===== config.mk =====
export PLATFORM = sky130hd
export DESIGN_NAME = corr_collector
export DESIGN_NICKNAME = d
export VERILOG_FILES = /design/src/hw/corr_pkg.sv /design/src/hw/corr_collector.sv
export SDC_FILE = /design/constraint.sdc
export NUM_CORES = 1
export LEC_CHECK = 0
export BUFFER_PORTS_ARGS = -buffer_cell sky130_fd_sc_hd__buf_2
export CAP_MARGIN = 40
export CORE_AREA = 8 8 188 190
export CTS_CLUSTER_SIZE = 24
export DETAILED_ROUTE_END_ITERATION = 10
export DIE_AREA = 0 0 196 198
export PLACE_DENSITY_LB_ADDON = 0.25
export SYNTH_ARGS = -nofsm -noshare
export SYNTH_HDL_FRONTEND = slang
export SYNTH_SLANG_ARGS = --single-unit

===== constraint.sdc =====
create_clock -name clk -period 2.26 [get_ports clk]
set_input_delay 0.226 -clock clk [delete_from_list [all_inputs] [get_ports clk]]
set_output_delay 0.226 -clock clk [all_outputs]
set_load 0.01 [all_outputs]

===== src/hw/corr_pkg.sv =====
package corr_pkg;

    ////////////////////////////////////////////////////
    // Lane data widths
    ////////////////////////////////////////////////////

    localparam int DOT_W  = 42;  // Dot product, unsigned
    localparam int NORM_W = 32;  // Normalizer, unsigned
    localparam int CORR_W = 10;  // Saturated quotient

    // One lane's dividend
    typedef logic [DOT_W-1:0] dot_t;

    // One lane's divisor
    typedef logic [NORM_W-1:0] norm_t;

    // One lane's correlation, 0 to 1023
    typedef logic [CORR_W-1:0] corr_t;

endpackage

===== src/hw/corr_collector.sv =====
`timescale 1ns/1ps

// Rebuilds the correlation vector from tagged quotients
module corr_collector #(
    parameter int LANES = 48,
    parameter int TAG_W = 6
) (
    input  logic                              clk,
    input  logic                              rst,
    input  logic                              res_valid,
    input  logic [TAG_W-1:0]                  res_tag,
    input  corr_pkg::corr_t                   res_quot,
    output logic                              collector_idle,
    output logic                              corr_valid,
    input  logic                              corr_ready,
    output logic [LANES*corr_pkg::CORR_W-1:0] correlation
);

    localparam int CNT_W = $clog2(LANES + 1);

    localparam logic [CNT_W-1:0] LAST_CNT = CNT_W'(LANES - 1);

    corr_pkg::corr_t  slot [LANES];
    logic [CNT_W-1:0] pend_cnt;     // Lanes received for the current frame
    logic             handshake;

    assign handshake = corr_valid && corr_ready;

    // Busy from the first returning lane until the vector is taken
    assign collector_idle = (pend_cnt == '0) && !res_valid;

    ////////////////////////////////////////////////////
    // Lane count and output valid
    ////////////////////////////////////////////////////

    always_ff @(posedge clk) begin
        if (rst) begin
            pend_cnt   <= '0;
            corr_valid <= 1'b0;
        end else if (handshake) begin
            pend_cnt   <= '0;
            corr_valid <= 1'b0;
        end else if (res_valid) begin
            pend_cnt <= pend_cnt + 1'b1;
            if (pend_cnt == LAST_CNT) begin
                corr_valid <= 1'b1;  // Last lane written on this edge
            end
        end
    end

    ////////////////////////////////////////////////////
    // Vector storage
    ////////////////////////////////////////////////////

    always_ff @(posedge clk) begin
        if (res_valid) begin
            slot[res_tag] <= res_quot;
        end
    end

    // Flatten, lane i in slice i
    for (genvar i = 0; i < LANES; i++) begin : g_flat
        assign correlation[i*corr_pkg::CORR_W +: corr_pkg::CORR_W] = slot[i];
    end

endmodule


==> impl_results.md, run 1 <==
- Most common cell in the netlist: edfxtp_1
- Initial core utilization: 46.8%
- Required time of the critical path: 2030 ps
- Num CTS Buffers: 47
- Cts hold-fix bufs: 0
- Post-synth top cells: 480 x edfxtp_1, 53 x nor2_1, 8 x nand2_1
- Post-synth EDFFs: 480
- Top-area cell type share of the netlist area: 95.6%
- P per Cell Area: 893 mW/mm2
- RSZ-0062 raised after global routing: false
- Critical R2R Launch: pend_cnt[0]
- Synth warnings: 0
- Final setup violation count: 0
- CTS tree: yes
- Final nets: 1,222
- Post-synthesis register bit count: 487
- Async set-reset flop share out of synthesis: 0%
- First drt pass iteration count: 4
- Final min period: 2100 ps
- Area leader, netlist: edfxtp_1
- Worst IR drop on VDD: 0.704 mV
- Die Ht: 198 um
- # IOs: 502
- Fmax: 475 MHz
- Hold WS: 101 ps
- Later-pin clock latency in the skew report: 550 ps
- Outcome: finished clean
- H-tree depth: 2
- Buffers added on ports: 501
- Placer Congestion: 0.814
- Final setup skew: 5.21 ps
- Min-delay src: res_valid
- Root Buffer: clkbuf_16
- Primary FF master, synth: edfxtp_1
- Setup CP Type: flip-flop to primary output
- Sum Neg Setup Slack: 0 ps
- Hpwl dp: 29.4 mm
- Max cap viols: 0
- Clock sink total: 487
- Vias/cell: 5.02
- Pwr Total: 17.9 mW
- Die Span X: 196 um
- Post-CTS Resized: 0
- Hold Vio Cnt, Final: 0
- Hold/Removal Path Class: input port to flip-flop
- Relative slew slack: 46.6%
- Setup Buffers After CTS: 0
- Startpoint types: flip-flop
- Initial drt markers: 580
- Max Buffers Root-to-Sink: 3
- Final Max Tran Viols: 0
- Setup crit start: pend_cnt[0]
- Drt drc: 0
- Area Growth Syn to Fin: 33.3%
- WL per Instance: 26.9 um
- Clk slew on worst S/H paths: 60 ps
- Slew @ Worst Pin: 801 ps
- Mapped cell area: 0.0151 mm2
- DRT antenna net count: 0
- Largest net degree at the start of global routing: 49
- Layout cells sized above 1: 51.3%
- First-pass GRT wire length: 60.8 mm
- Synth top area cells: edfxtp_1 96%, nor2_1 1.3%, dfxtp_1 0.93%
- Crit path capture type: primary output
- Std cell rows: 66
- Initial antenna violation count: 2
- Sequential share of the synthesized area: 96.5%
- Critical path fanouts, max: 5
- Total GRT Usage: 22.0%
- WP data arrival: 1880 ps
- Die Area: 0.0388 mm2
- LEAKAGE: 7.59 nW
- Syn Nets: 615
- Final period util: 93.1%
- Cells after synthesis: 593
- Vias in the first global route: 8,255
- GRT overflow: 0
- Final wirelength: 44.5 mm
- DR vias: 8,280
- Core Box Area: 0.0322 mm2
- Post-Syn Area per Cell: 25.4 um2
- Library cells used by synthesis: 24
where the power goes:
group	internal, mW	switching [mW]
combinational	0.0983	0.332
clock	4.26	3.25
sequential	9.98	0.0224
cell families (layout without fill, tap and decap cells):
logic type                 Yosys count  in the layout  share of synthesized area, %
other                                0              4                             0
AOI/OAI and AO/OA                    4              4                         0.149
and+or+nand+nor                     86             86                          2.59
buffers and inverters                9            655                         0.257
xor gates and xnor gates             4              4                         0.232
DFF                                487            487                          96.5
muxes                                1              1                        0.0664
adders and majority gates            2              2                         0.166
worst max-delay path, cell delays in order (launching register included):
cell and delay, ps:
dfxtp_1 360, inv_1 80, ha_1 130, or4b_1 420, nor3_1 130, buf_2 190
registers in the layout (all words and copies together) (netlist names):
name / count
corr_valid: 1
slot: 480
pend_cnt: 6
layer usage:
| layer | global-route usage, % | wire (um) | share of wire (%) | vias up |
|---|---|---|---|---|
| met5 | 0 | 0 | 0 | - |
| met4 | 6.68 | 1010 | 2.3 | 0 |
| met3 | 7.74 | 4610 | 10 | 60 |
| met2 | 38.7 | 22800 | 51 | 504 |
| met1 | 25.1 | 16000 | 36 | 4159 |
| li1 | - | - | - | 3557 |
final cells by class:
cell class                      count  area (um2)
Clock buffer                       55        1230
Multi-Input combinational cell     97         483
Antenna cell                        4        10.0
Fill cell                        2265       12100
Timing Repair Buffer              564        3040
Sequential cell                   487       14600
Tap cell                          408         510
Clock inverter                     33         262
Inverter                            3        11.3
stage by stage:
stage	setup slack, ps	utilization [%]	instances	area (um2)
after global routing	56.8	62.4	1648	20100
after CTS	126	62.4	1647	20100
after floorplan	520	-	593	15100
after global placement	305	57.8	1559	18600
after detailed placement	255	57.8	1559	18600
final	157	62.4	1651	20100
path summary, 6_finish.rpt:
| check | endpoint | slack (ps) | cells after the start |
|---|---|---|---|
| worst min-delay path | pend_cnt[1] | 100 | 3 |
| worst max register to register | corr_valid | 890 | 4 |
| worst max-delay path | collector_idle | 160 | 5 |
| worst min register to register | corr_valid | 510 | 2 |
cells in the final DEF, fill, tap and decap left out, types with 2 or more instances in the layout:
master | Yosys | layout
buf_2 | 4 | 501
xor2_1 | 3 | 3
nand4_1 | 4 | 4
clkbuf_16 | 0 | 48
or3_1 | 2 | 2
or3b_1 | 3 | 3
nor3_1 | 3 | 3
nor2_1 | 53 | 53
ha_1 | 2 | 2
a21oi_1 | 2 | 2
clkbuf_1 | 2 | 7
buf_12 | 0 | 5
clkinvlp_4 | 0 | 2
clkinv_1 | 0 | 10
clkinv_2 | 0 | 13
nor2b_1 | 3 | 3
nand3_1 | 5 | 5
buf_4 | 0 | 58
diode_2 | 0 | 4
inv_6 | 0 | 2
inv_1 | 3 | 3
edfxtp_1 | 480 | 480
bufinv_16 | 0 | 3
nand2_1 | 8 | 8
dfxtp_1 | 7 | 7
nand2b_1 | 2 | 2
No activity file was read; power rests on OpenSTA's default activity.
==> run 2: changes to the inputs <==
==> constraint.sdc (replaced) <==
create_clock -name clk -period 2.5 [get_ports clk]
set_input_delay 0.25 -clock clk [delete_from_list [all_inputs] [get_ports clk]]
set_output_delay 0.25 -clock clk [all_outputs]
set_load 0.1 [all_outputs]
==> impl_results.md, run 2 (synthesis gave the netlist of run 1 again) <==
- WL per Instance: 26.9 um (about the same)
- WP data arrival: 2130 ps (was 1880 ps)
- R2R setup slack: 1150 ps (was 890 ps)
- Max Buffers Root-to-Sink: 3 (unchanged)
- Hold/Removal Path Class: input port to flip-flop (unchanged)
- Critical R2R Launch: pend_cnt[0] (unchanged)
- Most common cell after layout, fill and taps aside: buf_2 (unchanged)
- Total GRT Usage: 21.5% (was 22.0%)
- Hold Vio Cnt, Final: 0 (unchanged)
- Required time of the critical path: 2250 ps (was 2030 ps)
- First-pass GRT wire length: 59.7 mm (was 60.8 mm)
- Buffers added on ports: 501 (unchanged)
- Core Box Area: 0.0322 mm2 (unchanged)
- Initial core utilization: 46.8% (unchanged)
- Dpl ws: 617 ps (was 255 ps)
- Later-pin clock latency in the skew report: 540 ps (was 550 ps)
- Cells on worst reg2reg path: 4 (unchanged)
- Outcome: finished clean (unchanged)
- Placer Congestion: 0.809 (was 0.814)
- Vias in the first global route: 8,333 (was 8,255)
- Pwr Total: 16.7 mW (was 17.9 mW)
- Hold path depth: 3 (unchanged)
- Clock sink total: 487 (unchanged)
- Final Cell Area: 0.0201 mm2 (about the same)
- Worst IR drop on VDD: 0.733 mV (was 0.704 mV)
- Area Growth Syn to Fin: 33.5% (was 33.3%)
- RSZ-0062 raised after global routing: false (unchanged)
- Startpoint types: flip-flop (unchanged)
- Layout cells sized above 1: 51.3% (about the same)
- LEAKAGE: 7.60 nW (was 7.59 nW)
- Sum Neg Setup Slack: 0 ps (unchanged)
- Clk slew on worst S/H paths: 60 ps (about the same)
- Final core utilization: 62.5% (was 62.4%)
- Initial drt markers: 487 (was 580)
- Largest net degree at the start of global routing: 49 (unchanged)
- Hpwl dp: 30.1 mm (was 29.4 mm)
- CTS tree: yes (unchanged)
- Setup Buffers After CTS: 0 (unchanged)
- Largest registers: slot x480, pend_cnt x6, corr_valid x1 (unchanged)
- Hold WS: 141 ps (was 101 ps)
- Largest register FFs: 480 (unchanged)
- Final setup margin: 121 ps (was 157 ps)
- Finished Layout Cells: 1,641 (was 1,651)
- GRT overflow: 0 (unchanged)
- Reg area: 0.0146 mm2 (unchanged)
- Final nets: 1,221 (was 1,222)
- DR vias: 8,252 (was 8,280)
- Min-delay src: rst (was res_valid)
- Largest Register: slot (unchanged)
- Final wirelength: 44.1 mm (was 44.5 mm)
- Final Max Tran Viols: 0 (unchanged)
- # IOs: 502 (unchanged)
- Drt drc: 0 (unchanged)
- Most frequent cells in the layout: 501 x buf_2, 480 x edfxtp_1, 55 x buf_4 (was 501 x buf_2, 480 x edfxtp_1, 58 x buf_4)
- Final setup violation count: 0 (unchanged)
- Multi-input logic area: 488 um2 (was 483 um2)
- Placed instance area: 0.0186 mm2 (about the same)
- Vias/cell: 5.03 (was 5.02)
- Initial antenna violation count: 3 (was 2)
- Relative slew slack: 50.1% (was 46.6%)
- Post-CTS Resized: 0 (unchanged)
- Max cap viols: 0 (unchanged)
- P per Cell Area: 827 mW/mm2 (was 893 mW/mm2)
- Slew @ Worst Pin: 748 ps (was 801 ps)
- RR Endpoint: corr_valid (unchanged)
- DRT antenna net count: 0 (unchanged)
- Final period util: 95.2%
- Die Span X: 196 um (unchanged)
- Crit path capture type: primary output (unchanged)
- Std cell rows: 66 (unchanged)
- First drt pass iteration count: 5 (was 4)
- H-tree depth: 2 (unchanged)
- Critical path fanouts, max: 5 (unchanged)
- Filler cell count: 2,236 (was 2,265)
- WHS Endpoint: corr_valid (was pend_cnt[1])
- Cts hold-fix bufs: 0 (unchanged)
- Die Area: 0.0388 mm2 (unchanged)
- Num CTS Buffers: 47 (unchanged)
- Fmax: 420 MHz
- Setup CP Type: flip-flop to primary output (unchanged)
- Final min period: 2380 ps
- Root Buffer: clkbuf_16 (unchanged)
- Final setup skew: 3.10 ps (was 5.21 ps)
- Die Ht: 198 um (unchanged)
- Post-Place Cells: 1,558 (was 1,559)
## run 2: worst max path at each step
stage                            from        endpoint  slack [ps]  cells past startpoint
after CTS                 pend_cnt[0]  collector_idle          80                      5
after global placement      res_valid     slot[15][1]         630                      5
after floorplan           pend_cnt[0]  collector_idle         120                      4
after detailed placement   res_tag[3]     slot[32][8]         620                      4
after global routing      pend_cnt[0]  collector_idle           5                      5
final                     pend_cnt[0]  collector_idle         120                      5
## run 2: critical path, stage by stage (launching register included)
cell and delay, ps:
dfxtp_1 350, inv_1 70, ha_1 130, or4b_1 440
nor3_2 110, buf_2 480
## run 2: cell type report
type | count | area share [%]
clock inverters | 27 | 1.37
well taps | 408 | 2.54
inverters | 3 | 0.0559
clock buffers | 54 | 6.08
flip-flops and latches | 487 | 72.3
diodes | 2 | 0.0249
repair buffers | 563 | 15.2
multi-input cells | 97 | 2.42
## run 2: where the power goes
part           switching [mW]  internal [mW]
sequential             0.0188           9.02
clock                    2.85           4.02
combinational           0.644         0.0934
total                    3.51           13.1
## run 2: layer usage
layer	wire [um]	vias to the layer above	global-route usage (%)	part of all wire (%)
li1	-	3559	-	-
met1	16400	4202	24.5	37
met2	22500	422	38.0	51
met3	4370	67	7.91	9.9
met4	891	2	5.90	2.0
met5	13	-	0	0.029
==> run 3: changes to the inputs <==
--- a/config.mk
+++ b/config.mk
@@ -11,7 +11,8 @@
 export CTS_CLUSTER_SIZE = 24
 export DETAILED_ROUTE_END_ITERATION = 10
 export DIE_AREA = 0 0 196 198
-export PLACE_DENSITY_LB_ADDON = 0.25
+export MAX_ROUTING_LAYER = met4
+export PLACE_DENSITY = 0.71
 export SYNTH_ARGS = -nofsm -noshare
 export SYNTH_HDL_FRONTEND = slang
 export SYNTH_SLANG_ARGS = --single-unit
==> impl_results.md, run 3 (synthesis gave the netlist of run 1 again) <==
- Initial core utilization: 46.8% (unchanged)
- Final wirelength: 42.9 mm (was 44.1 mm)
- Final min period: 2390 ps (was 2380 ps)
- Core Box Area: 0.0322 mm2 (unchanged)
- Die Area: 0.0388 mm2 (unchanged)
- Largest net degree at the start of global routing: 31 (was 49)
- Die Ht: 198 um (unchanged)
- Clock sink total: 487 (unchanged)
- Layout cells sized above 1: 51.1% (was 51.3%)
- Initial antenna violation count: 3 (unchanged)
- Largest register FFs: 480 (unchanged)
- First-pass GRT wire length: 59.1 mm (was 59.7 mm)
- P per Cell Area: 817 mW/mm2 (was 827 mW/mm2)
- Post-CTS Resized: 0 (unchanged)
- Area Growth Syn to Fin: 33.1% (was 33.5%)
- Slew @ Worst Pin: 833 ps (was 748 ps)
- Filler cell count: 2,230 (was 2,236)
- Internal power: 13.0 mW (was 13.1 mW)
- Hpwl dp: 29.7 mm (was 30.1 mm)
- Required time of the critical path: 2250 ps (about the same)
- Most frequent cells in the layout: 501 x buf_2, 480 x edfxtp_1, 53 x nor2_1 (was 501 x buf_2, 480 x edfxtp_1, 55 x buf_4)
- Power share of the clock group: 40.4% (was 41.3%)
- P_sw: 3.44 mW (was 3.51 mW)
- Part of the power in registers: 55.2% (was 54.3%)
- Hold/Removal Path Class: input port to flip-flop (unchanged)
- CTS tree: yes (unchanged)
- Most common cell after layout, fill and taps aside: buf_2 (unchanged)
- Cts hold-fix bufs: 0 (unchanged)
- Largest Register: slot (unchanged)
- Fmax: 418 MHz (was 420 MHz)
- Final setup skew: 2.84 ps (was 3.10 ps)
- Combinational share of power: 4.5% (was 4.4%)
- Max cap viols: 0 (unchanged)
- Final nets: 1,217 (was 1,221)
- Hold Vio Cnt, Final: 0 (unchanged)
- Buffers added on ports: 501 (unchanged)
- First drt pass iteration count: 5 (unchanged)
- Die Span X: 196 um (unchanged)
- WP data arrival: 2140 ps (was 2130 ps)
- Setup CP Type: flip-flop to primary output (unchanged)
- Total GRT Usage: 21.8% (was 21.5%)
- Startpoint types: flip-flop (unchanged)
- Crit path capture type: primary output (unchanged)
- Final Max Tran Viols: 0 (unchanged)
- Root Buffer: clkbuf_16 (unchanged)
- Vias/cell: 5.06 (was 5.03)
- Finished Layout Cells: 1,636 (was 1,641)
- Setup Buffers After CTS: 0 (unchanged)
- Placer Congestion: 0.788 (was 0.809)
- # IOs: 502 (unchanged)
- Sum Neg Setup Slack: 0 ps (unchanged)
- LEAKAGE: 7.57 nW (was 7.60 nW)
- Drt drc: 0 (unchanged)
- H-tree depth: 2 (unchanged)
- Vias in the first global route: 8,577 (was 8,333)
- Max Buffers Root-to-Sink: 3 (unchanged)
- Std cell rows: 66 (unchanged)
- Final period util: 95.8% (was 95.2%)
- Later-pin clock latency in the skew report: 550 ps (was 540 ps)
- WL per Instance: 26.3 um (was 26.9 um)
- RSZ-0062 raised after global routing: false (unchanged)
- Largest registers: slot x480, pend_cnt x6, corr_valid x1 (unchanged)
- DR vias: 8,282 (was 8,252)
- Switch share: 21.0% (was 21.1%)
- GRT overflow: 0 (unchanged)
- Outcome: finished clean (unchanged)
- Critical path fanouts, max: 5 (unchanged)
- DRT antenna net count: 0 (unchanged)
- Final setup violation count: 0 (unchanged)
- Initial drt markers: 607 (was 487)
- Clk slew on worst S/H paths: 60 ps (about the same)
- Worst IR drop on VDD: 0.636 mV (was 0.733 mV)
- Num CTS Buffers: 46 (was 47)
- Post-Place Cells: 1,555 (was 1,558)
- Relative slew slack: 44.3% (was 50.1%)
[run 3: through the flow]
stage / total power [mW] / worst slack, ps / utilization (%) / hold WS (ps) / cell area, um2
6_report: 16.4 / 106 / 62.3 / 122 / 20100
5_1_grt: 16.8 / 7.31 / 62.3 / 123 / 20100
4_1_cts: 16.5 / 57.2 / 62.3 / 98.3 / 20100
3_5_place_dp: 9.96 / 585 / 57.8 / 480 / 18600
3_3_place_gp: 9.95 / 591 / 57.8 / 473 / 18600
2_1_floorplan: 9.64 / 123 / - / 349 / 15100
[run 3: cell type report]
class                           instances  area [um2]  area share [%]
Multi-Input combinational cell         97         488            2.43
Inverter                                3        11.3          0.0561
Timing Repair Buffer                  560        3060            15.3
Tap cell                              408         510            2.54
Sequential cell                       487       14600            72.5
Clock inverter                         26         195           0.973
Antenna cell                            3        7.51          0.0374
Clock buffer                           52        1240            6.17
[run 3: worst max-delay path, cell delays in order, from the launching register on]
cell and delay (ps):
dfxtp_1 350, inv_1 70, ha_1 130, or4b_1 440, nor3_2 110, buf_2 470
[run 3: path summary, 6_finish.rpt]
path                    start        endpoint  slack, ps  cells past startpoint
hold / removal            rst      corr_valid        120                      3
setup / recovery  pend_cnt[0]  collector_idle        110                      5
setup reg to reg  pend_cnt[0]      corr_valid       1160                      4
hold reg to reg    corr_valid      corr_valid        490                      2
[run 3: metal layers]
metal | vias to the layer above | part of all wire, % | track usage [%]
li1 | 3548 | - | -
met1 | 4118 | 38 | 25.5
met2 | 529 | 48 | 34.9
met3 | 87 | 11 | 7.50
met4 | 0 | 3.3 | 8.06
met5 | - | 0 | -
[run 3: power by group through the flow]
| stage | registers [mW] | logic [mW] | clock network, mW |
|---|---|---|---|
| final | 9.04 | 0.735 | 6.61 |
| after global routing | 9.04 | 0.759 | 7.03 |
| after CTS | 9.04 | 0.744 | 6.71 |
| after detailed placement | 9.22 | 0.744 | 0 |
| after global placement | 9.21 | 0.738 | 0 |
| after floorplan | 9.57 | 0.0675 | 0 |
